`config.mk`:
```
export PLATFORM = sky130hd
export DESIGN_NAME = axil_reg_file_flat
export DESIGN_NICKNAME = d
export VERILOG_FILES = /design/src/hw/qproc_mem_pkg.sv /design/src/hw/qproc_mem_ifs.sv /design/src/hw/axil_reg_file.sv /design/src/flat_wrapper.sv
export VERILOG_INCLUDE_DIRS = /design/src /design/src/hw
export SDC_FILE = /design/constraint.sdc
export NUM_CORES = 1
export LEC_CHECK = 0
export ABC_CLOCK_PERIOD_IN_PS = 7660
export BUFFER_PORTS_ARGS = -buffer_cell sky130_fd_sc_hd__buf_2
export CORE_ASPECT_RATIO = 0.5
export CORE_MARGIN = 4
export CORE_UTILIZATION = 45
export CTS_BUF_LIST = sky130_fd_sc_hd__clkbuf_4 sky130_fd_sc_hd__clkbuf_8
export CTS_CLUSTER_SIZE = 14
export DETAILED_ROUTE_END_ITERATION = 7
export GPL_TIMING_DRIVEN = 0
export MAX_ROUTING_LAYER = met4
export PLACE_DENSITY = 0.74
export SLEW_MARGIN = 20
export SYNTH_ARGS = -nofsm -noshare
export SYNTH_HDL_FRONTEND = slang
export SYNTH_SLANG_ARGS = --single-unit
```
`constraint.sdc`:
```
create_clock -name s_ps_dma_aclk -period 7.66 [get_ports s_ps_dma_aclk]
set_clock_uncertainty 0.15 [all_clocks]
set_input_delay 1.532 -clock s_ps_dma_aclk [delete_from_list [all_inputs] [get_ports s_ps_dma_aclk]]
set_output_delay 1.532 -clock s_ps_dma_aclk [all_outputs]
set_load 0.01 [all_outputs]
```
`src/hw/qproc_mem_defines.svh`:
```
`ifndef QPROC_MEM_DEFINES_SVH
`define QPROC_MEM_DEFINES_SVH

//////////////////////////////////////////////////////////////////////
// Widths

`define QPROC_DW           32   // AXI data, stream data, memory word
`define QPROC_AXI_AW       8
`define MEM_ADDR_W         16   // MEM_ADDR and MEM_LEN

// Memory address widths
`define PMEM_AW            8
`define DMEM_AW            4
`define WMEM_AW            4

//////////////////////////////////////////////////////////////////////
// Register byte offsets

`define REG_TPROC_CFG      8'd4
`define REG_MEM_ADDR       8'd8
`define REG_MEM_LEN        8'd12
`define REG_MEM_DT_I       8'd16
`define REG_MEM_DT_O       8'd40
`define REG_TPROC_STATUS   8'd56

`endif

```
`src/hw/qproc_mem_pkg.sv`:
```
package qproc_mem_pkg;

   // Target memory, same code as the TPROC_CFG sel field
   typedef enum logic [1:0] {
      MEM_NONE = 2'd0,
      MEM_PMEM = 2'd1,
      MEM_DMEM = 2'd2,
      MEM_WMEM = 2'd3
   } mem_sel_t;

   // Low bits of TPROC_CFG, start is bit 0
   typedef struct packed {
      logic     single;   // 1 register transfer, 0 stream
      mem_sel_t sel;
      logic     write;
      logic     start;
   } mem_cfg_t;

   // Controller states
   typedef enum logic [1:0] {
      IDLE,
      SGL,      // single word
      STR_WR,   // stream in from DMA
      STR_RD    // stream out to DMA
   } ctrl_state_t;

endpackage

```
`src/hw/qproc_mem_ifs.sv`:
```
`include "qproc_mem_defines.svh"

//////////////////////////////////////////////////////////////////////
// Register file to controller

interface mem_cfg_if;
   import qproc_mem_pkg::*;

   logic                   op_start;   // one cycle on TPROC_CFG start
   mem_cfg_t               cfg;
   logic [`MEM_ADDR_W-1:0] base_addr;
   logic [`MEM_ADDR_W-1:0] len;
   logic [`QPROC_DW-1:0]   wr_data;
   logic                   busy;
   logic [`QPROC_DW-1:0]   rd_data;
   logic                   rd_valid;   // loads MEM_DT_O

   modport regs (output op_start, cfg, base_addr, len, wr_data,
                 input  busy, rd_data, rd_valid);
   modport ctrl (input  op_start, cfg, base_addr, len, wr_data,
                 output busy, rd_data, rd_valid);
endinterface


```
`src/hw/axil_reg_file.sv`:
```
`include "qproc_mem_defines.svh"

module axil_reg_file (
   input  logic                    s_ps_dma_aclk,
   input  logic                    rst_n_i,
   input  logic [`QPROC_AXI_AW-1:0] s_axi_awaddr_i,
   input  logic                    s_axi_awvalid_i,
   output logic                    s_axi_awready_o,
   input  logic [`QPROC_DW-1:0]    s_axi_wdata_i,
   input  logic                    s_axi_wvalid_i,
   output logic                    s_axi_wready_o,
   output logic                    s_axi_bvalid_o,
   output logic [1:0]              s_axi_bresp_o,
   input  logic                    s_axi_bready_i,
   input  logic [`QPROC_AXI_AW-1:0] s_axi_araddr_i,
   input  logic                    s_axi_arvalid_i,
   output logic                    s_axi_arready_o,
   output logic                    s_axi_rvalid_o,
   output logic [`QPROC_DW-1:0]    s_axi_rdata_o,
   output logic [1:0]              s_axi_rresp_o,
   input  logic                    s_axi_rready_i,
   mem_cfg_if.regs                 cfg_if
);
   import qproc_mem_pkg::*;

   localparam int PAD_A = `QPROC_DW - `MEM_ADDR_W;
   localparam int PAD_C = `QPROC_DW - $bits(mem_cfg_t);

   // Handshake state
   logic aw_rdy_q, bvalid_q;
   logic ar_rdy_q, rvalid_q;
   logic wr_hs, rd_hs;
   logic op_start_q;

   // Registers
   logic [`MEM_ADDR_W-1:0] mem_addr_q;
   logic [`MEM_ADDR_W-1:0] mem_len_q;
   logic [`QPROC_DW-1:0]   mem_dt_i_q;
   logic [`QPROC_DW-1:0]   mem_dt_o_q;
   mem_cfg_t               cfg_q;
   mem_cfg_t               wr_cfg;
   logic [`QPROC_DW-1:0]   rd_mux, rdata_q;

   assign wr_hs  = aw_rdy_q & s_axi_awvalid_i & s_axi_wvalid_i;
   assign rd_hs  = ar_rdy_q & s_axi_arvalid_i;
   assign wr_cfg = mem_cfg_t'(s_axi_wdata_i[$bits(mem_cfg_t)-1:0]);

   //////////////////////////////////////////////////////////////////////
   // AXI-Lite handshakes and control registers

   always_ff @(posedge s_ps_dma_aclk) begin
      if (!rst_n_i) begin
         aw_rdy_q   <= 1'b0;
         bvalid_q   <= 1'b0;
         ar_rdy_q   <= 1'b0;
         rvalid_q   <= 1'b0;
         op_start_q <= 1'b0;
         mem_addr_q <= '0;
         mem_len_q  <= '0;
         cfg_q      <= '0;
      end else begin
         // Ready pulses one cycle after both valids
         aw_rdy_q <= s_axi_awvalid_i & s_axi_wvalid_i & ~aw_rdy_q & ~bvalid_q;
         ar_rdy_q <= s_axi_arvalid_i & ~ar_rdy_q & ~rvalid_q;

         if (wr_hs) begin
            bvalid_q <= 1'b1;
         end else if (s_axi_bready_i) begin
            bvalid_q <= 1'b0;
         end

         if (rd_hs) begin
            rvalid_q <= 1'b1;
         end else if (s_axi_rready_i) begin
            rvalid_q <= 1'b0;
         end

         op_start_q <= wr_hs && (s_axi_awaddr_i == `REG_TPROC_CFG) && wr_cfg.start;

         if (wr_hs) begin
            case (s_axi_awaddr_i)
               `REG_MEM_ADDR:  mem_addr_q <= s_axi_wdata_i[`MEM_ADDR_W-1:0];
               `REG_MEM_LEN:   mem_len_q  <= s_axi_wdata_i[`MEM_ADDR_W-1:0];
               `REG_TPROC_CFG: cfg_q      <= wr_cfg;
               default: ;     // Unmapped, dropped
            endcase
         end
      end
   end

   // Data words
   always_ff @(posedge s_ps_dma_aclk) begin
      if (wr_hs && (s_axi_awaddr_i == `REG_MEM_DT_I)) begin
         mem_dt_i_q <= s_axi_wdata_i;
      end
      if (cfg_if.rd_valid) begin
         mem_dt_o_q <= cfg_if.rd_data;
      end
      if (rd_hs) begin
         rdata_q <= rd_mux;
      end
   end

   //////////////////////////////////////////////////////////////////////
   // Read decode

   always_comb begin
      case (s_axi_araddr_i)
         `REG_MEM_ADDR:     rd_mux = {{PAD_A{1'b0}}, mem_addr_q};
         `REG_MEM_LEN:      rd_mux = {{PAD_A{1'b0}}, mem_len_q};
         `REG_MEM_DT_I:     rd_mux = mem_dt_i_q;
         `REG_TPROC_CFG:    rd_mux = {{PAD_C{1'b0}}, cfg_q};
         `REG_MEM_DT_O:     rd_mux = mem_dt_o_q;
         `REG_TPROC_STATUS: rd_mux = {{(`QPROC_DW-1){1'b0}}, cfg_if.busy};
         default:           rd_mux = '0;
      endcase
   end

   assign s_axi_awready_o = aw_rdy_q;
   assign s_axi_wready_o  = aw_rdy_q;
   assign s_axi_bvalid_o  = bvalid_q;
   assign s_axi_bresp_o   = 2'b00;   // OKAY
   assign s_axi_arready_o = ar_rdy_q;
   assign s_axi_rvalid_o  = rvalid_q;
   assign s_axi_rdata_o   = rdata_q;
   assign s_axi_rresp_o   = 2'b00;

   assign cfg_if.op_start  = op_start_q;
   assign cfg_if.cfg       = cfg_q;
   assign cfg_if.base_addr = mem_addr_q;
   assign cfg_if.len       = mem_len_q;
   assign cfg_if.wr_data   = mem_dt_i_q;

endmodule

```
`src/flat_wrapper.sv`:
```
// flat-port wrapper written by rule: the top's interface ports become plain ports
module axil_reg_file_flat import qproc_mem_pkg::*;
  (s_ps_dma_aclk, rst_n_i, s_axi_awaddr_i, s_axi_awvalid_i, s_axi_awready_o, s_axi_wdata_i, s_axi_wvalid_i, s_axi_wready_o, s_axi_bvalid_o, s_axi_bresp_o, s_axi_bready_i, s_axi_araddr_i, s_axi_arvalid_i, s_axi_arready_o, s_axi_rvalid_o, s_axi_rdata_o, s_axi_rresp_o, s_axi_rready_i, cfg_if_op_start, cfg_if_cfg, cfg_if_base_addr, cfg_if_len, cfg_if_wr_data, cfg_if_busy, cfg_if_rd_data, cfg_if_rd_valid);
  mem_cfg_if cfg_if_i ();
  input  logic s_ps_dma_aclk;
  input  logic rst_n_i;
  input  logic [`QPROC_AXI_AW-1:0] s_axi_awaddr_i;
  input  logic s_axi_awvalid_i;
  output logic s_axi_awready_o;
  input  logic [`QPROC_DW-1:0] s_axi_wdata_i;
  input  logic s_axi_wvalid_i;
  output logic s_axi_wready_o;
  output logic s_axi_bvalid_o;
  output logic [1:0] s_axi_bresp_o;
  input  logic s_axi_bready_i;
  input  logic [`QPROC_AXI_AW-1:0] s_axi_araddr_i;
  input  logic s_axi_arvalid_i;
  output logic s_axi_arready_o;
  output logic s_axi_rvalid_o;
  output logic [`QPROC_DW-1:0] s_axi_rdata_o;
  output logic [1:0] s_axi_rresp_o;
  input  logic s_axi_rready_i;
  output wire logic [$bits(cfg_if_i.op_start)-1:0] cfg_if_op_start;
  output wire logic [$bits(cfg_if_i.cfg)-1:0] cfg_if_cfg;
  output wire logic [$bits(cfg_if_i.base_addr)-1:0] cfg_if_base_addr;
  output wire logic [$bits(cfg_if_i.len)-1:0] cfg_if_len;
  output wire logic [$bits(cfg_if_i.wr_data)-1:0] cfg_if_wr_data;
  input wire logic [$bits(cfg_if_i.busy)-1:0] cfg_if_busy;
  input wire logic [$bits(cfg_if_i.rd_data)-1:0] cfg_if_rd_data;
  input wire logic [$bits(cfg_if_i.rd_valid)-1:0] cfg_if_rd_valid;
  assign cfg_if_op_start = cfg_if_i.op_start;
  assign cfg_if_cfg = cfg_if_i.cfg;
  assign cfg_if_base_addr = cfg_if_i.base_addr;
  assign cfg_if_len = cfg_if_i.len;
  assign cfg_if_wr_data = cfg_if_i.wr_data;
  assign cfg_if_i.busy = cfg_if_busy;
  assign cfg_if_i.rd_data = cfg_if_rd_data;
  assign cfg_if_i.rd_valid = cfg_if_rd_valid;
  axil_reg_file u_core (.s_ps_dma_aclk(s_ps_dma_aclk), .rst_n_i(rst_n_i), .s_axi_awaddr_i(s_axi_awaddr_i), .s_axi_awvalid_i(s_axi_awvalid_i), .s_axi_awready_o(s_axi_awready_o), .s_axi_wdata_i(s_axi_wdata_i), .s_axi_wvalid_i(s_axi_wvalid_i), .s_axi_wready_o(s_axi_wready_o), .s_axi_bvalid_o(s_axi_bvalid_o), .s_axi_bresp_o(s_axi_bresp_o), .s_axi_bready_i(s_axi_bready_i), .s_axi_araddr_i(s_axi_araddr_i), .s_axi_arvalid_i(s_axi_arvalid_i), .s_axi_arready_o(s_axi_arready_o), .s_axi_rvalid_o(s_axi_rvalid_o), .s_axi_rdata_o(s_axi_rdata_o), .s_axi_rresp_o(s_axi_rresp_o), .s_axi_rready_i(s_axi_rready_i), .cfg_if(cfg_if_i));
endmodule
```
-- After elaboration in Yosys (flattened, before gate mapping)
Index checks and enable logic that the tools add are counted.
- output and inout bits: 111
- word-level logic and storage cells: 49
- register bits: 138
- input port bits: 89
- equality and inequality tests: 10
- muxes and demuxes: 5
- reductions and logical operators: 8
- bitwise gates (word level): 12
- operator list (cell ; number):
    case mux 32 bit (6 select lines) ; 1
    equality test 8 x 4 -> 1 bit (second input constant) ; 4
    equality test 8 x 3 -> 1 bit (second input constant) ; 2
    equality test 8 x 5 -> 1 bit (second input constant) ; 2
    equality test 8 x 6 -> 1 bit (second input constant) ; 2
    AND 1 bit ; 8
    AND reduction 2 bit ; 3
    two-way mux 1 bit ; 4
    inverter 1 bit ; 4
    nonzero test 2 bit ; 2
    logical AND 1 bit ; 3

-- Depth between registers and ports, before layout
- word-level depth: 4
- mapped depth: 7
- mapped depth without buffers: 4

-- Worst setup path after synthesis
OpenSTA, ideal clock, no wires.
- kind: input to register
- start point: input port s_axi_awaddr_i[1]
- end point: register u_core.mem_dt_i_q[0] (netlist: u_core.cfg_if.wr_data[0]), enable pin
- arrival: 5350 ps
- setup time: 514 ps
- path buffers: 0
- data required time: 6996 ps
- stages: 3
- setup slack: 1646 ps
- cells stage by stage: nor4b_2 -> nand4_1 -> nor4b_1
- word-level cells in the longest chain between the ends: 2
- ends and longest elaborated chain (what ; line ; text):
    from (decl) ; flat_wrapper.sv:7 ; input logic [`QPROC_AXI_AW-1:0] s_axi_awaddr_i;
    equality test 8 x 5 -> 1 bit (no line) ; -- ;
    logical AND 1 bit ; axil_reg_file.sv:93 ; if (wr_hs && (s_axi_awaddr_i == `REG_MEM_DT_I)) begin
    to (signal assigned) ; axil_reg_file.sv:94 ; mem_dt_i_q <= s_axi_wdata_i;
    to (decl) ; axil_reg_file.sv:38 ; logic [`QPROC_DW-1:0] mem_dt_i_q;
No other way between the ends.
A chain may end at the register's enable or synchronous reset.

-- Final worst setup path
- start point: input port s_axi_awaddr_i[1]
- end point: register u_core.mem_dt_i_q[24] (netlist: u_core.cfg_if.wr_data[24]), enable pin
The elaborated chain is that of the path after synthesis.

==> metrics.log <==
INFO  metric first_pass_iters = 5
INFO  metric cts-hold-fix-buffers = 0
INFO  metric hold_viol_final = 0
INFO  metric rows = 27
INFO  metric root_buffer = clkbuf_8
INFO  metric routabilityCongestion = around 0.89
INFO  metric post-dp-hpwl = a little over 10 mm
INFO  metric synth_sequential_area_ratio = 0.709
INFO  metric number_of_antenna_violations_at_the_first_check_in_global_routing = 0
INFO  metric yosys_warnings = 0
INFO  metric mean_number_of_vias_per_cell = 5.11
INFO  metric number_of_setup_violations_in_the_final_report = 0
INFO  metric multi_input_comb_area = approximately 0.0014 mm^2
INFO  metric cpMaxStageDelayCell = nor4b_2
INFO  metric fmaxAchievable = 280 MHz
INFO  metric floorplan.initialDensity = 0.470
INFO  metric clock-sinks = 138
INFO  metric die-width = 161 um
INFO  metric outcome = complete, no violations
INFO  metric grt_pass1_wl = ~21 mm
INFO  metric total_clock_buffers_created_by_cts = 17
INFO  metric min-delay-path-class = reg2reg
INFO  metric drt_wl_total = roughly 14 mm
INFO  metric antenna_cells = 0
INFO  metric ios = 200
INFO  metric h_tree_level_count = 4
INFO  metric wire_per_inst = 18.2 um
INFO  metric synthToLayoutAreaGrowth = 31.4%
INFO  metric synth_enable_flop_cells = 96
INFO  metric worst_skew_pair.late_latency = 0.42 ns
INFO  metric via_count = 3865
INFO  metric cts.clk_slew.worst_paths = about 0.080 ns
INFO  metric cts_tree = yes
INFO  metric setup.reg_to_reg.worst_slack = slightly below 5 ns
INFO  metric startpoint_class_of_the_critical_path = primary input
INFO  metric chipHeight = roughly 84 um
INFO  metric finalNetCount = 674
INFO  metric track_usage = 0.208
INFO  metric critPathMaxStageDelay = between 0.7 and 0.8 ns
INFO  metric post_cts_sizing_count = 0
INFO  metric area_enclosed_by_the_die_boundary = roughly 0.014 mm^2
INFO  metric core_footprint = between 0.01 and 0.015 mm^2
INFO  metric cellPowerDensity = about 220 mW/mm^2
INFO  metric vdd_ir_drop_max = approximately 0.11 mV
INFO  metric rr_startpoint = u_core.s_axi_awready_o
INFO  metric mappedNetlistArea = 0.00525 mm^2
INFO  metric syn_inst = between 300 and 400
INFO  metric layout_worst_path_cycle_share = 0.466
INFO  metric worst_r2r_path_depth = 6
INFO  metric timing.critical_path.fanout_max = 7
INFO  metric stdcell_area = 0.00690 mm^2
INFO  metric maxCapViolCount = 0
INFO  metric critical_path_class = in2reg
INFO  metric min_path_cells = 1
INFO  metric hold_end = u_core.s_axi_awready_o
INFO  metric worstReg2RegEnd = u_core.cfg_if.wr_data[24]
INFO  metric fraction_of_layout_instances_using_a_drive_strength_above_1 = 0.420
INFO  metric critical_path.cell_chain = buf_2 -> nor4b_2 -> nand4_1 -> nor4b_2 -> buf_4 -> buf_6 -> buf_2
INFO  metric yosys_most_used_dff = edfxtp_1
INFO  metric critical_path.endpoint_type = flop
INFO  metric worst-slew-pin-transition = between 0.9 and 1 ns
INFO  metric remaining_design_rule_violation_count = 0
INFO  metric pin_count_of_the_biggest_net_entering_global_routing = 33
INFO  metric placement.cell_area = about 0.0065 mm^2
INFO  metric post_synth.cell_area_avg = ~14 um^2
INFO  metric sequential_cell_area = 0.00372 mm^2
INFO  metric async_reset_ff_frac = 0
INFO  metric synth_seq_cells = approximately 140
INFO  metric yosysUniqueCellTypes = 41
INFO  metric slew_violations = 0
INFO  metric place.port_buffers = a little under 200
INFO  metric worst_hold_startpoint = u_core.s_axi_bvalid_o
INFO  metric crit_required = about 7.6 ns
INFO  metric grt_pass1_vias = 3957
INFO  metric stdcell_count = approximately 760
INFO  metric detailedRoute.firstIterationViolations = between 200 and 250
INFO  metric antenna_violating_nets_post_route = 0
INFO  metric nFillCells = 917
INFO  metric cts-root-to-sink-buffers = 2
INFO  metric cellLeakagePower = about 3.2 nW
INFO  metric globalRouteOverflowTotal = 0
INFO  metric setup_repair_after_global_routing_missed_its_margin = false
INFO  metric maxSlewHeadroom = 0.341
INFO  metric placed_cells_incl_taps = slightly above 700
INFO  metric cts_setup_buffers = 0
INFO  metric worst_ep_arrival = 3.54 ns
INFO  metric post-route-min-period = approximately 3.6 ns
-- final cells by class --
class                   count  share of cell area
repair buffers            199               0.148
multi-input cells         199               0.199
clock buffers              18              0.0350
clock inverters            14              0.0247
well taps                 159              0.0288
flip-flops and latches    138               0.539
inverters                   3             0.00163
plain buffers              27              0.0239
-- worst max path at each step --
stage | start | to | depth (start not counted)
6_report | s_axi_awaddr_i[1] | u_core.cfg_if.wr_data[24] | 7
5_1_grt | s_axi_awaddr_i[1] | u_core.cfg_if.wr_data[24] | 7
4_1_cts | s_axi_awaddr_i[1] | u_core.cfg_if.wr_data[29] | 7
3_5_place_dp | s_axi_awaddr_i[1] | u_core.cfg_if.wr_data[20] | 7
3_3_place_gp | s_axi_awaddr_i[1] | u_core.cfg_if.wr_data[20] | 4
2_1_floorplan | s_axi_awaddr_i[1] | u_core.cfg_if.wr_data[0] | 3
-- routing by layer --
metal | global-route usage | wire (um) | vias to the layer above | share of wire
li1 | - | - | 1808 | -
met1 | 0.248 | 5680 | 1889 | 0.41
met2 | 0.344 | 6810 | 148 | 0.50
met3 | 0.0530 | 1010 | 20 | 0.074
met4 | 0.0789 | 252 | 0 | 0.018
met5 | - | 0 | - | 0
-- cells by family after synthesis --
| family | count (synthesis) | synth area share |
|---|---|---|
| and+or+nand+nor | 92 | 0.0843 |
| DFF | 138 | 0.709 |
| AOI/OAI and AO/OA | 50 | 0.0714 |
| muxes | 53 | 0.101 |
| buffers and inverters | 30 | 0.0336 |
| other | 1 | 0.000714 |
-- critical path, delay by kind of cell --
kind | cells | cell delay, ns
and+or+nand+nor | 3 | 1.23
buffers and inverters | 4 | 0.77
-- registers in the layout, indices dropped and copies added (netlist names) --
name	flops
u_core.cfg_if.wr_data	32
u_core.mem_dt_o_q	32
u_core.s_axi_rdata_o	32
u_core.cfg_if.base_addr	16
u_core.cfg_if.len	16
u_core.cfg_if.cfg	5
u_core.cfg_if.op_start	1
u_core.s_axi_arready_o	1
u_core.s_axi_awready_o	1
u_core.s_axi_bvalid_o	1
u_core.s_axi_rvalid_o	1
-- through the flow --
stage / TNS, ns / total power [mW] / hold WS [ns] / worst slack (ns) / utilization
final: 0 / 1.49 / 0.287 / 4.09 / 0.617
after detailed placement: 0 / 0.898 / 0.282 / 3.69 / 0.581
after CTS: 0 / 1.51 / 0.292 / 4.16 / 0.617
after global routing: 0 / 1.55 / 0.318 / 4.02 / 0.617
after global placement: -31.14 / 0.894 / 0.272 / -0.975 / 0.575
after floorplan: 0 / 0.856 / 0.304 / 1.65 / -
-- cell usage after synthesis, drive strengths merged (2+ instances only) --
| cell type | number | area (um^2) |
|---|---|---|
| dfxtp | 42 | 841 |
| a22o | 16 | 140 |
| nand3 | 3 | 15.0 |
| nor3 | 4 | 20.0 |
| a21oi | 2 | 10.0 |
| or4 | 2 | 15.0 |
| clkbuf | 13 | 48.8 |
| o21ai | 11 | 55.1 |
| nor2 | 6 | 22.5 |
| edfxtp | 96 | 2880 |
| inv | 3 | 11.3 |
| a221o | 2 | 20.0 |
| nand2 | 59 | 221 |
| a222oi | 2 | 20.0 |
| mux2i | 52 | 521 |
| or4b | 3 | 30.0 |
| a22oi | 11 | 82.6 |
| nor4b | 3 | 32.5 |
| buf | 14 | 116 |
| and3 | 2 | 12.5 |
| o32ai | 2 | 17.5 |
-- where the power goes --
part	internal, mW	switching (mW)
Clock	0.328	0.284
Combinational	0.0277	0.0368
Sequential	0.812	0.00467
-- cells in the final DEF (no fill, tap or decap), types with 3 or more instances in the layout --
master       n
edfxtp_1    96
nand2_1     59
a22oi_1     11
clkbuf_8    17
bufinv_16    3
nor3_1       4
conb_1       4
a22o_1      16
clkbuf_1    13
dfxtp_1     42
buf_6        4
nor2_1       6
inv_1        3
buf_2      201
buf_4        6
nand3_1      3
clkinv_4     4
o21ai_0     11
mux2i_1     52
or4b_1       3
clkinv_2     3
(Power assumes the default switching activity.)
