### src/hw/qproc_mem_defines.svh
`ifndef QPROC_MEM_DEFINES_SVH
`define QPROC_MEM_DEFINES_SVH

//////////////////////////////////////////////////////////////////////
// Widths

`define QPROC_DW           32   // AXI data, stream data, memory word
`define QPROC_AXI_AW       8
`define MEM_ADDR_W         16   // MEM_ADDR and MEM_LEN

// Memory address widths
`define PMEM_AW            8
`define DMEM_AW            4
`define WMEM_AW            4

//////////////////////////////////////////////////////////////////////
// Register byte offsets

`define REG_TPROC_CFG      8'd4
`define REG_MEM_ADDR       8'd8
`define REG_MEM_LEN        8'd12
`define REG_MEM_DT_I       8'd16
`define REG_MEM_DT_O       8'd40
`define REG_TPROC_STATUS   8'd56

`endif

### src/hw/qproc_mem_pkg.sv
package qproc_mem_pkg;

   // Target memory, same code as the TPROC_CFG sel field
   typedef enum logic [1:0] {
      MEM_NONE = 2'd0,
      MEM_PMEM = 2'd1,
      MEM_DMEM = 2'd2,
      MEM_WMEM = 2'd3
   } mem_sel_t;

   // Low bits of TPROC_CFG, start is bit 0
   typedef struct packed {
      logic     single;   // 1 register transfer, 0 stream
      mem_sel_t sel;
      logic     write;
      logic     start;
   } mem_cfg_t;

   // Controller states
   typedef enum logic [1:0] {
      IDLE,
      SGL,      // single word
      STR_WR,   // stream in from DMA
      STR_RD    // stream out to DMA
   } ctrl_state_t;

endpackage

### src/hw/qproc_mem_ifs.sv
`include "qproc_mem_defines.svh"

//////////////////////////////////////////////////////////////////////
// Register file to controller

interface mem_cfg_if;
   import qproc_mem_pkg::*;

   logic                   op_start;   // one cycle on TPROC_CFG start
   mem_cfg_t               cfg;
   logic [`MEM_ADDR_W-1:0] base_addr;
   logic [`MEM_ADDR_W-1:0] len;
   logic [`QPROC_DW-1:0]   wr_data;
   logic                   busy;
   logic [`QPROC_DW-1:0]   rd_data;
   logic                   rd_valid;   // loads MEM_DT_O

   modport regs (output op_start, cfg, base_addr, len, wr_data,
                 input  busy, rd_data, rd_valid);
   modport ctrl (input  op_start, cfg, base_addr, len, wr_data,
                 output busy, rd_data, rd_valid);
endinterface

//////////////////////////////////////////////////////////////////////
// Controller to memory bank

interface mem_port_if;
   import qproc_mem_pkg::*;

   logic                   en;
   logic                   we;
   mem_sel_t               sel;
   logic [`MEM_ADDR_W-1:0] addr;
   logic [`QPROC_DW-1:0]   wdata;
   logic [`QPROC_DW-1:0]   rdata;   // one cycle after en

   modport master (output en, we, sel, addr, wdata, input rdata);
   modport slave  (input en, we, sel, addr, wdata, output rdata);
endinterface

### src/hw/mem_access_ctrl.sv
`include "qproc_mem_defines.svh"

module mem_access_ctrl (
   input  logic                 s_ps_dma_aclk,
   input  logic                 rst_n_i,
   mem_cfg_if.ctrl              cfg_if,
   mem_port_if.master           mem_if,
   input  logic [`QPROC_DW-1:0] s_dma_tdata_i,
   input  logic                 s_dma_tvalid_i,
   output logic                 s_dma_tready_o,
   output logic [`QPROC_DW-1:0] m_dma_tdata_o,
   output logic                 m_dma_tvalid_o,
   output logic                 m_dma_tlast_o,
   input  logic                 m_dma_tready_i
);
   import qproc_mem_pkg::*;

   ctrl_state_t            state;
   logic [`MEM_ADDR_W-1:0] beat_cnt;   // Beats left to move or issue
   logic [`MEM_ADDR_W-1:0] addr_cnt;
   mem_sel_t               op_sel;
   logic                   op_write;
   logic                   rd_pend;    // rdata valid this cycle
   logic                   last_pend;
   logic                   out_valid, out_last;
   logic [`QPROC_DW-1:0]   out_data;

   logic s_tready, sgl_issue, wr_beat, rd_issue, out_take;

   assign s_tready  = (state == STR_WR) && (beat_cnt != '0);
   assign sgl_issue = (state == SGL) && !rd_pend;
   assign wr_beat   = s_tready && s_dma_tvalid_i;
   assign out_take  = out_valid && m_dma_tready_i;
   // Only read when the output register is free by the time data lands
   assign rd_issue  = (state == STR_RD) && (beat_cnt != '0) && !rd_pend &&
                      (!out_valid || m_dma_tready_i);

   //////////////////////////////////////////////////////////////////////
   // FSM

   always_ff @(posedge s_ps_dma_aclk) begin
      if (!rst_n_i) begin
         state     <= IDLE;
         beat_cnt  <= '0;
         rd_pend   <= 1'b0;
         last_pend <= 1'b0;
         out_valid <= 1'b0;
         out_last  <= 1'b0;
      end else begin
         rd_pend <= mem_if.en & ~mem_if.we;
         case (state)
            IDLE: begin
               if (cfg_if.op_start) begin
                  beat_cnt <= cfg_if.len;
                  if (cfg_if.cfg.single)     state <= SGL;
                  else if (cfg_if.cfg.write) state <= STR_WR;
                  else                       state <= STR_RD;
               end
            end
            SGL: begin
               if (op_write || rd_pend) state <= IDLE;
            end
            STR_WR: begin
               if (beat_cnt == '0) begin
                  state <= IDLE;   // Zero length
               end else if (wr_beat) begin
                  beat_cnt <= beat_cnt - 1'b1;
                  if (beat_cnt == `MEM_ADDR_W'(1)) state <= IDLE;
               end
            end
            STR_RD: begin
               if (rd_issue) begin
                  beat_cnt  <= beat_cnt - 1'b1;
                  last_pend <= (beat_cnt == `MEM_ADDR_W'(1));
               end
               if (out_take && out_last) begin
                  state <= IDLE;
               end else if (beat_cnt == '0 && !rd_pend && !out_valid) begin
                  state <= IDLE;
               end
            end
            default: state <= IDLE;
         endcase

         // Output register flags
         if (state == STR_RD && rd_pend) begin
            out_valid <= 1'b1;
            out_last  <= last_pend;
         end else if (out_take) begin
            out_valid <= 1'b0;
            out_last  <= 1'b0;
         end
      end
   end

   // Address, op latch and output word
   always_ff @(posedge s_ps_dma_aclk) begin
      if (state == IDLE && cfg_if.op_start) begin
         addr_cnt <= cfg_if.base_addr;
         op_sel   <= cfg_if.cfg.sel;
         op_write <= cfg_if.cfg.write;
      end else if (mem_if.en) begin
         addr_cnt <= addr_cnt + 1'b1;   // Wraps in the bank
      end
      if (state == STR_RD && rd_pend) begin
         out_data <= mem_if.rdata;
      end
   end

   //////////////////////////////////////////////////////////////////////
   // Outputs

   assign mem_if.en    = sgl_issue | wr_beat | rd_issue;
   assign mem_if.we    = (sgl_issue & op_write) | wr_beat;
   assign mem_if.sel   = op_sel;
   assign mem_if.addr  = addr_cnt;
   assign mem_if.wdata = (state == SGL) ? cfg_if.wr_data : s_dma_tdata_i;

   assign cfg_if.busy     = (state != IDLE);
   assign cfg_if.rd_data  = mem_if.rdata;
   assign cfg_if.rd_valid = (state == SGL) && rd_pend;

   assign s_dma_tready_o = s_tready;
   assign m_dma_tdata_o  = out_data;
   assign m_dma_tvalid_o = out_valid;
   assign m_dma_tlast_o  = out_last;

endmodule

### src/flat_wrapper.sv
// flat-port wrapper written by rule: the top's interface ports become plain ports
module mem_access_ctrl_flat import qproc_mem_pkg::*;
  (s_ps_dma_aclk, rst_n_i, s_dma_tdata_i, s_dma_tvalid_i, s_dma_tready_o, m_dma_tdata_o, m_dma_tvalid_o, m_dma_tlast_o, m_dma_tready_i, cfg_if_op_start, cfg_if_cfg, cfg_if_base_addr, cfg_if_len, cfg_if_wr_data, cfg_if_busy, cfg_if_rd_data, cfg_if_rd_valid, mem_if_en, mem_if_we, mem_if_sel, mem_if_addr, mem_if_wdata, mem_if_rdata);
  mem_cfg_if cfg_if_i ();
  mem_port_if mem_if_i ();
  input  logic s_ps_dma_aclk;
  input  logic rst_n_i;
  input  logic [`QPROC_DW-1:0] s_dma_tdata_i;
  input  logic s_dma_tvalid_i;
  output logic s_dma_tready_o;
  output logic [`QPROC_DW-1:0] m_dma_tdata_o;
  output logic m_dma_tvalid_o;
  output logic m_dma_tlast_o;
  input  logic m_dma_tready_i;
  input wire logic [$bits(cfg_if_i.op_start)-1:0] cfg_if_op_start;
  input wire logic [$bits(cfg_if_i.cfg)-1:0] cfg_if_cfg;
  input wire logic [$bits(cfg_if_i.base_addr)-1:0] cfg_if_base_addr;
  input wire logic [$bits(cfg_if_i.len)-1:0] cfg_if_len;
  input wire logic [$bits(cfg_if_i.wr_data)-1:0] cfg_if_wr_data;
  output wire logic [$bits(cfg_if_i.busy)-1:0] cfg_if_busy;
  output wire logic [$bits(cfg_if_i.rd_data)-1:0] cfg_if_rd_data;
  output wire logic [$bits(cfg_if_i.rd_valid)-1:0] cfg_if_rd_valid;
  output wire logic [$bits(mem_if_i.en)-1:0] mem_if_en;
  output wire logic [$bits(mem_if_i.we)-1:0] mem_if_we;
  output wire logic [$bits(mem_if_i.sel)-1:0] mem_if_sel;
  output wire logic [$bits(mem_if_i.addr)-1:0] mem_if_addr;
  output wire logic [$bits(mem_if_i.wdata)-1:0] mem_if_wdata;
  input wire logic [$bits(mem_if_i.rdata)-1:0] mem_if_rdata;
  assign cfg_if_i.op_start = cfg_if_op_start;
  assign cfg_if_i.cfg = cfg_if_cfg;
  assign cfg_if_i.base_addr = cfg_if_base_addr;
  assign cfg_if_i.len = cfg_if_len;
  assign cfg_if_i.wr_data = cfg_if_wr_data;
  assign cfg_if_busy = cfg_if_i.busy;
  assign cfg_if_rd_data = cfg_if_i.rd_data;
  assign cfg_if_rd_valid = cfg_if_i.rd_valid;
  assign mem_if_en = mem_if_i.en;
  assign mem_if_we = mem_if_i.we;
  assign mem_if_sel = mem_if_i.sel;
  assign mem_if_addr = mem_if_i.addr;
  assign mem_if_wdata = mem_if_i.wdata;
  assign mem_if_i.rdata = mem_if_rdata;
  mem_access_ctrl u_core (.s_ps_dma_aclk(s_ps_dma_aclk), .rst_n_i(rst_n_i), .cfg_if(cfg_if_i), .mem_if(mem_if_i), .s_dma_tdata_i(s_dma_tdata_i), .s_dma_tvalid_i(s_dma_tvalid_i), .s_dma_tready_o(s_dma_tready_o), .m_dma_tdata_o(m_dma_tdata_o), .m_dma_tvalid_o(m_dma_tvalid_o), .m_dma_tlast_o(m_dma_tlast_o), .m_dma_tready_i(m_dma_tready_i));
endmodule
### config.mk
export PLATFORM = sky130hd
export DESIGN_NAME = mem_access_ctrl_flat
export DESIGN_NICKNAME = d
export VERILOG_FILES = /design/src/hw/qproc_mem_pkg.sv /design/src/hw/qproc_mem_ifs.sv /design/src/hw/mem_access_ctrl.sv /design/src/flat_wrapper.sv
export VERILOG_INCLUDE_DIRS = /design/src /design/src/hw
export SDC_FILE = /design/constraint.sdc
export NUM_CORES = 1
export LEC_CHECK = 0
export ABC_AREA = 1
export BUFFER_PORTS_ARGS = -buffer_cell sky130_fd_sc_hd__buf_2
export CORE_MARGIN = 10
export CORE_UTILIZATION = 47
export DETAILED_ROUTE_END_ITERATION = 10
export GPL_ROUTABILITY_DRIVEN = 0
export PLACE_DENSITY = 0.93
export SETUP_SLACK_MARGIN = 0.5
export SYNTH_ARGS = -nofsm -noshare
export SYNTH_HDL_FRONTEND = slang
export SYNTH_SLANG_ARGS = --single-unit
### constraint.sdc
create_clock -name s_ps_dma_aclk -period 5.83 [get_ports s_ps_dma_aclk]
set_input_delay 0.2915 -clock s_ps_dma_aclk [delete_from_list [all_inputs] [get_ports s_ps_dma_aclk]]
set_output_delay 0.2915 -clock s_ps_dma_aclk [all_outputs]
set_load 0.005 [all_outputs]
; After elaboration in Yosys (flattened, before gate mapping)
; Index checks and enable logic that the tools add are counted.
[word_totals]
out_inout_bits = 121
regBits = 73
in_bits = 138
[classes]
n_bitwise = 6
eq_ne = 12
mux = 21
n_addsub = 2
n_reduce_logical = 27
[op_table]
columns = operator, count
row1 = two-way mux 16 bit, 6
row2 = case mux 16 bit (3 select lines), 1
row3 = two-way mux 32 bit, 1
row4 = adder 16 x 1 -> 16 bit (second input constant), 1
row5 = == test 16 x 1 -> 1 bit (second input constant), 1
row6 = zero test 16 bit, 1
row7 = two-way mux 2 bit, 8
row8 = nonzero test 16 bit, 1
row9 = subtractor 16 x 1 -> 16 bit (second input constant), 1
row10 = logical AND 1 bit, 13
row11 = AND reduction 5 bit, 2
row12 = case mux 2 bit (4 select lines), 1
row13 = inequality test 2 bit (second input constant), 3
row14 = nonzero test 2 bit, 3
row15 = == test 2 bit (second input constant), 2
row16 = two-way mux 1 bit, 4
row17 = inequality test 2 x 1 -> 1 bit (second input constant), 2
row18 = inequality test 3 x 1 -> 1 bit (second input constant), 1
row19 = inequality test 3 x 2 -> 1 bit (second input constant), 1
row20 = inequality test 3 bit (second input constant), 1
row21 = bitwise OR 1 bit, 3
row22 = nonzero test 3 bit, 1
row23 = AND 1 bit, 2
row24 = == test 2 x 1 -> 1 bit (second input constant), 1
row25 = other kinds (5), 7

; Depth between registers and ports, before layout
; Gate-level depths: netlist (run 1).
[logic_depth]
word_depth = 7
mapped_depth = 11
mapped_depth_nobuf = 11

; Least setup slack after synthesis (run 1)
; OpenSTA, ideal clock, no wires.
[synth_timing]
path_kind = register -> register
from = register u_core.state[0]
to = register u_core.out_last (netlist: u_core.m_dma_tlast_o)
path_slack_ns = 3.429
t_arrival_ns = 2.279
period_less_slack_ns = 2.401
t_required_ns = 5.709
stages_incl_launch_ff = 6
setup_ns = 0.121
path_cell_list = dfxtp_1 > nand2_2 > nor2_1 > inv_1 > nand3_1 > a21oi_1
[synth_via]
elab_chain_cells = 3
elab_cells_between_ends = 4
[synth_rtl]
columns = item, line_no
row1 = "start, declared", mem_access_ctrl.sv:18  ; ctrl_state_t state;
row2 = "start signal, assigned", mem_access_ctrl.sv:43  ; state <= IDLE;
row3 = "start signal, assigned", mem_access_ctrl.sv:55  ; if (cfg_if.cfg.single) state <= SGL;
row4 = "start signal, assigned", mem_access_ctrl.sv:56  ; else if (cfg_if.cfg.write) state <= STR_WR;
row5 = == test 2 bit *, mem_access_ctrl.sv:86  ; if (state == STR_RD && rd_pend) begin
row6 = logical AND 1 bit *, mem_access_ctrl.sv:86
row7 = two-way mux 1 bit / nonzero test 2 bit (equally long branches), -
row8 = "end signal, assigned", mem_access_ctrl.sv:88  ; out_last <= last_pend;
row9 = "end, declared", mem_access_ctrl.sv:25  ; logic out_valid, out_last;
; Every way passes the cells marked *; elsewhere a longest branch is shown, timed or not.
; A chain may end at the register's enable or synchronous reset.

; Final worst setup path (run 1)
[layout_timing]
from = register u_core.state[1]
to = output mem_if_wdata[5]
[layout_via]
elab_chain_cells = 2
[layout_rtl]
columns = item, line_no
row1 = == test 2 x 1 -> 1 bit, mem_access_ctrl.sv:117  ; assign mem_if.wdata = (state == SGL) ? cfg_if.wr_data : s_dma_tdata_i;
row2 = two-way mux 32 bit, mem_access_ctrl.sv:117
row3 = "end, declared", flat_wrapper.sv:27  ; output wire logic [$bits(mem_if_i.wdata)-1:0] mem_if_wdata;
; No other way between the ends.

==> impl_metrics.toml, run 1 <==
[run_status]
status = "finished clean"

[cells_and_area]
drive_gt1_frac = 0.407
stdcell_count = 872
nNetsFinal = 901
diodes = 0
syn_to_final_growth_pct = 30.4
fill_cells = 761

[clock_network]
post_cts.repair.setup_buffers = 0
htree_num_levels = 3
clk_path_buf_depth = 2
clk_pin_slew_ns = 0.08
insertion_delay_ns = 0.34
cts_resized = 0
ctsHoldBuffers = 0
clockRootBuffer = "clkbuf_8"
cts_buffers = 9
cts_tree = "done"
cts.sinks = 73

[floorplan]
die_w_um = 115
initial_utilization = 0.486
die_h_um = 115
io-pin-count = 259
core_area_um2 = 8810
die_area_um2 = 13300
std_cell_rows = 34

[timing]
rsz0062_at_grt = "no"
timing.fmax_mhz = 323
finClkSkew_ns = 0.0109
finalSetupTns_ns = 0
period_share = 0.531
worst_pin_slew_ns = 0.943
finalMaxSlewViolations = 0
min_period_ns = 3.09
hold_viol_final = 0
setup_violations = 0
slew_headroom = 0.371

[placement]
numPortBuffers = 257
dp_hpwl_um = 12100
dp_cells = 856

[yosys]
synth_seq_cells = 73
synthDistinctLibCells = 40
ys_async_sr_fraction = 0
ys_top_cells_by_area = "edfxtp_1 (36%), nand2_1 (18%), dfxtp_1 (10%)"
yosysMostFrequentCell = "nand2_1"
netlist_instances = 537
synth.cell_area_um2 = 4280
synth_top_area_frac = 0.358
syn_nets = 679
syn_avg_cell_area_um2 = 7.97
synth_edf_count = 51
synth_top_area_cell = "edfxtp_1"
yosysSeqAreaShare = 0.461
synth_common_cells = "nand2_1 (203), edfxtp_1 (51), nor2_1 (47), buf_4 (32), inv_1 (32)"
yosys_warnings = 0
yosys_most_used_dff = "edfxtp_1"

[global_routing]
first_global_vias = 3938
grt_pass1_wl_um = 21600
track_usage = 0.205
grt_antenna_before_repair = 0
grt_overflow = 0
grt_max_degree = 36

[pwr]
p_leak_nw = 2.86
peakVddDrop_uv = 328
power_density_nw_per_um2 = 477

[routing]
drtIter0Drc = 412
drt_first_pass_iters = 5
num_vias = 4297
wl_per_cell_um = 17.0
vias_per_cell = 4.93
routed_wl_um = 14800
drc_errors = 0
ant_nets = 0

[worst_setup_path]
path_class = "reg2out"
crit_path_max_fanout = 35
slowest_stage = "dfxtp_1"
cpMostUsedCell = "nand2_1"
path_cells = "nor2_4 -> inv_1 -> nand2_1 -> nand2_1 -> buf_2"
end_kind = "primary output"
cp.required_ns = 5.54
critPathTopFamily = "flip-flops"
worst-path-buf-inv = 2
startpoint_type = "register"
cpPeakStageDelay_ns = 0.94
cp.arrival_ns = 2.80

[job]
drv_cap = 0

[worst_hold_path]
min_path_type = "in2reg"
## placed cells by master, fill, tap and decap left out, types with 3 or more instances in the layout
master    count
nand2_2       5
a21oi_1      15
nand3_2       5
nand4_1       4
nand2_4       3
o21ai_0      19
clkbuf_8      9
nand2_1     203
ha_1          4
edfxtp_1     51
xor2_1        5
o21ai_1      10
inv_2         4
nor2_1       46
nand3_1      26
clkinv_4      3
inv_1        32
nor2_2        5
xnor2_1       7
dfxtp_1      22
nor2_4        6
buf_2       257
## cell families (layout without fill, tap and decap cells)
kind of cell | Yosys count | count (layout) | share of synthesized area
flip-flops | 73 | 73 | 0.461
AND/OR/NAND/NOR | 311 | 311 | 0.325
AO/OA/AOI/OAI | 52 | 52 | 0.0664
multiplexers | 1 | 1 | 0.00234
adder cells (fa/ha/maj) | 4 | 4 | 0.0117
buffers and inverters | 84 | 311 | 0.109
XOR/XNOR | 12 | 12 | 0.0246
## registers in the layout, indices dropped and copies added (netlist names)
name and flops:
u_core.m_dma_tdata_o 32, u_core.beat_cnt 16, u_core.mem_if.addr 16, u_core.mem_if.sel 2, u_core.state 2, u_core.last_pend 1, u_core.m_dma_tlast_o 1, u_core.m_dma_tvalid_o 1
u_core.op_write 1, u_core.rd_pend 1
## power by group
part           internal, mW  leakage [nW]  switching, mW  total [mW]
clock                 0.199        0.0964          0.195       0.395
sequential            0.741         0.657          0.170       0.911
combinational         0.497          2.11          0.858        1.35
total                  1.44          2.86           1.22        2.66
## metrics by stage
| step | setup slack (ns) | power (mW) | hold WS, ns | cell area, um^2 | util |
|---|---|---|---|---|---|
| floorplan | 3.43 | 1.84 | 0.390 | 4280 | - |
| global placement | 3.19 | 2.22 | 0.454 | 5390 | 0.612 |
| detailed placement | 3.15 | 2.26 | 0.456 | 5390 | 0.612 |
| CTS | 2.77 | 2.66 | 0.103 | 5580 | 0.634 |
| global route | 2.50 | 2.89 | 0.0976 | 5580 | 0.634 |
| finish | 2.74 | 2.66 | 0.117 | 5580 | 0.634 |
## layer usage
metal,wire [um],part of all wire,GRT usage
met1,5500,0.37,0.237
met2,7480,0.50,0.351
met3,1690,0.11,0.0884
met4,161,0.011,0.0372
met5,0,0,0
## final cells by class
| class | count | area [um^2] | share of cell area |
|---|---|---|---|
| Clock buffer | 10 | 128 | 0.0229 |
| Clock inverter | 6 | 68.8 | 0.0123 |
| Inverter | 37 | 141 | 0.0253 |
| Multi-Input combinational cell | 380 | 1840 | 0.330 |
| Sequential cell | 73 | 1970 | 0.353 |
| Tap cell | 108 | 135 | 0.0242 |
| Timing Repair Buffer | 258 | 1290 | 0.232 |
## final timing paths
| check | slack [ns] | depth (start not counted) | startpoint | endpoint |
|---|---|---|---|---|
| worst min register to register | 0.49 | 2 | u_core.last_pend | u_core.m_dma_tlast_o |
| worst max-delay path | 2.74 | 5 | u_core.state[1] | mem_if_wdata[5] |
| worst max register to register | 3.26 | 5 | u_core.state[1] | u_core.mem_if.addr[14] |
| worst min-delay path | 0.12 | 1 | cfg_if_cfg[3] | u_core.mem_if.sel[1] |
Note: power is estimated with default switching activity, not from simulation.
==> inputs of run 2 (changes only) <==
--- a/config.mk
+++ b/config.mk
@@ -9,10 +9,10 @@
 export ABC_AREA = 1
 export BUFFER_PORTS_ARGS = -buffer_cell sky130_fd_sc_hd__buf_2
 export CORE_MARGIN = 10
-export CORE_UTILIZATION = 47
+export CORE_UTILIZATION = 44
 export DETAILED_ROUTE_END_ITERATION = 10
 export GPL_ROUTABILITY_DRIVEN = 0
-export PLACE_DENSITY = 0.93
+export PLACE_DENSITY = 0.88
 export SETUP_SLACK_MARGIN = 0.5
 export SYNTH_ARGS = -nofsm -noshare
 export SYNTH_HDL_FRONTEND = slang
==> constraint.sdc (replaced) <==
create_clock -name s_ps_dma_aclk -period 3.2 [get_ports s_ps_dma_aclk]
set_input_delay 0.16 -clock s_ps_dma_aclk [delete_from_list [all_inputs] [get_ports s_ps_dma_aclk]]
set_output_delay 0.16 -clock s_ps_dma_aclk [all_outputs]
set_load 0.005 [all_outputs]
==> run 2 against run 1 <==
Sequential power grew 77%. Register-to-register slack lost 2.2 ns. Core utilization increased by 0.26 points. Sequential cell count stayed put. Wire length increased by 1.0%. Largest cell class unchanged. Largest power group unchanged.
==> impl_metrics.toml, run 2 (synthesis gave the netlist of run 1 again) <==
[run_status]
status = "finished clean"

[cells_and_area]
nNetsFinal = 934
diodes = 0
largest_reg_flops = 32
final_cell_mix = "buf_2 (257), nand2_1 (203), edfxtp_1 (51), nor2_1 (46)"
syn_to_final_growth_pct = 39.4
final_common_cell = "buf_2"
drive_gt1_frac = 0.395
stdcell_count = 926
utilization = 0.637

[timing]
hold_viol_final = 0
rsz0062_at_grt = "yes"
min_period_ns = 2.49
finalMaxSlewViolations = 0
whs_ns = 0.0233
timing.fmax_mhz = 402
worst_pin_slew_ns = 0.696
setup_violations = 0
finClkSkew_ns = 0.0147
period_share = 0.777
finalSetupTns_ns = 0
slew_headroom = 0.535

[pwr]
power_mw = 4.98
power_density_nw_per_um2 = 835
p_leak_nw = 3.02
peakVddDrop_uv = 482

[worst_setup_path]
path_class = "reg2out"
startpoint_type = "register"
end_kind = "primary output"
crit_path_max_fanout = 35
startpoint = "u_core.state[0]"
cp.arrival_ns = 2.33
cp.required_ns = 3.04
reg2reg_from = "u_core.state[1]"

[floorplan]
std_cell_rows = 35
io-pin-count = 259
die_area_um2 = 14100
core_area_um2 = 9370
die_h_um = 119
die_w_um = 119
initial_utilization = 0.457

[routing]
ant_nets = 0
wl_per_cell_um = 16.2
num_vias = 4414
routed_wl_um = 15000
drt_first_pass_iters = 5
drtIter0Drc = 312
vias_per_cell = 4.77
drc_errors = 0

[clock_network]
insertion_delay_ns = 0.35
cts_buffers = 9
clk_pin_slew_ns = 0.09
clk_path_buf_depth = 2
cts.sinks = 73
htree_num_levels = 3
clockRootBuffer = "clkbuf_8"
cts_tree = "done"
post_cts.repair.setup_buffers = 0

[global_routing]
grt_max_degree = 36
grt_overflow = 0
first_global_vias = 4218
track_usage = 0.200
grt_pass1_wl_um = 22900
grt_antenna_before_repair = 1

[placement]
dp_hpwl_um = 11700
dp_cells = 879
numPortBuffers = 257

[worst_hold_path]
min_path_type = "in2reg"
min_from = "mem_if_rdata[15]"

[job]
drv_cap = 0
run 2: cell types whose count changed in the layout (fill, tap and decap cells not counted):
cell and change:
clkbuf_1 -1, buf_4 +2, bufinv_16 +1, inv_6 +3, inv_1 -1, clkinv_4 -2
dlygate4sd3_1 +31
run 2: area by class of cell:
cell class	count	area, um^2
Clock buffer	9	124
Multi-Input combinational cell	380	1840
Fill cell	790	3410
Timing Repair Buffer	291	1620
Inverter	37	145
Sequential cell	73	1970
Tap cell	129	161
Clock inverter	7	100
run 2: worst paths after layout:
kind                                   end  slack (ns)  cells past startpoint
hold / removal    u_core.m_dma_tdata_o[15]        0.02                      1
setup reg to reg    u_core.mem_if.addr[14]        1.03                      6
setup / recovery          mem_if_wdata[27]        0.71                      7
hold reg to reg           u_core.last_pend        0.46                      2
run 2: repair_timing:
| item | CTS | global route |
|---|---|---|
| endpoints found under the setup margin | 0 | 1 |
| resized for setup | 0 | 1 |
| hold endpoints to repair | 29 | 2 |
| hold buffers | 29 | 2 |
run 2: power by group:
| part | internal [mW] | switching, mW | leakage (nW) | total, mW |
|---|---|---|---|---|
| logic | 0.943 | 1.61 | 2.25 | 2.55 |
| registers | 1.35 | 0.258 | 0.657 | 1.61 |
| clock network | 0.447 | 0.374 | 0.115 | 0.822 |
run 2: critical path, stage by stage, from the launching register on:
cell and delay, ns:
dfxtp_1 0.49, inv_2 0.09, nor2_4 0.08, buf_4 0.33
clkinvlp_4 0.55, nand2_1 0.17, nand2_1 0.10, buf_2 0.15
run 2: metal layers:
| metal | part of all wire | global-route usage |
|---|---|---|
| met1 | 0.39 | 0.237 |
| met2 | 0.52 | 0.351 |
| met4 | 0.0087 | 0.0397 |
| met3 | 0.088 | 0.0566 |
| met5 | 0.00087 | 0 |
run 2: metrics by stage:
step	area, um^2	setup slack [ns]
after global routing	5970	0.497
after floorplan	4280	0.799
final	5970	0.714
after global placement	5430	1.07
after CTS	5940	0.707
after detailed placement	5430	1.04
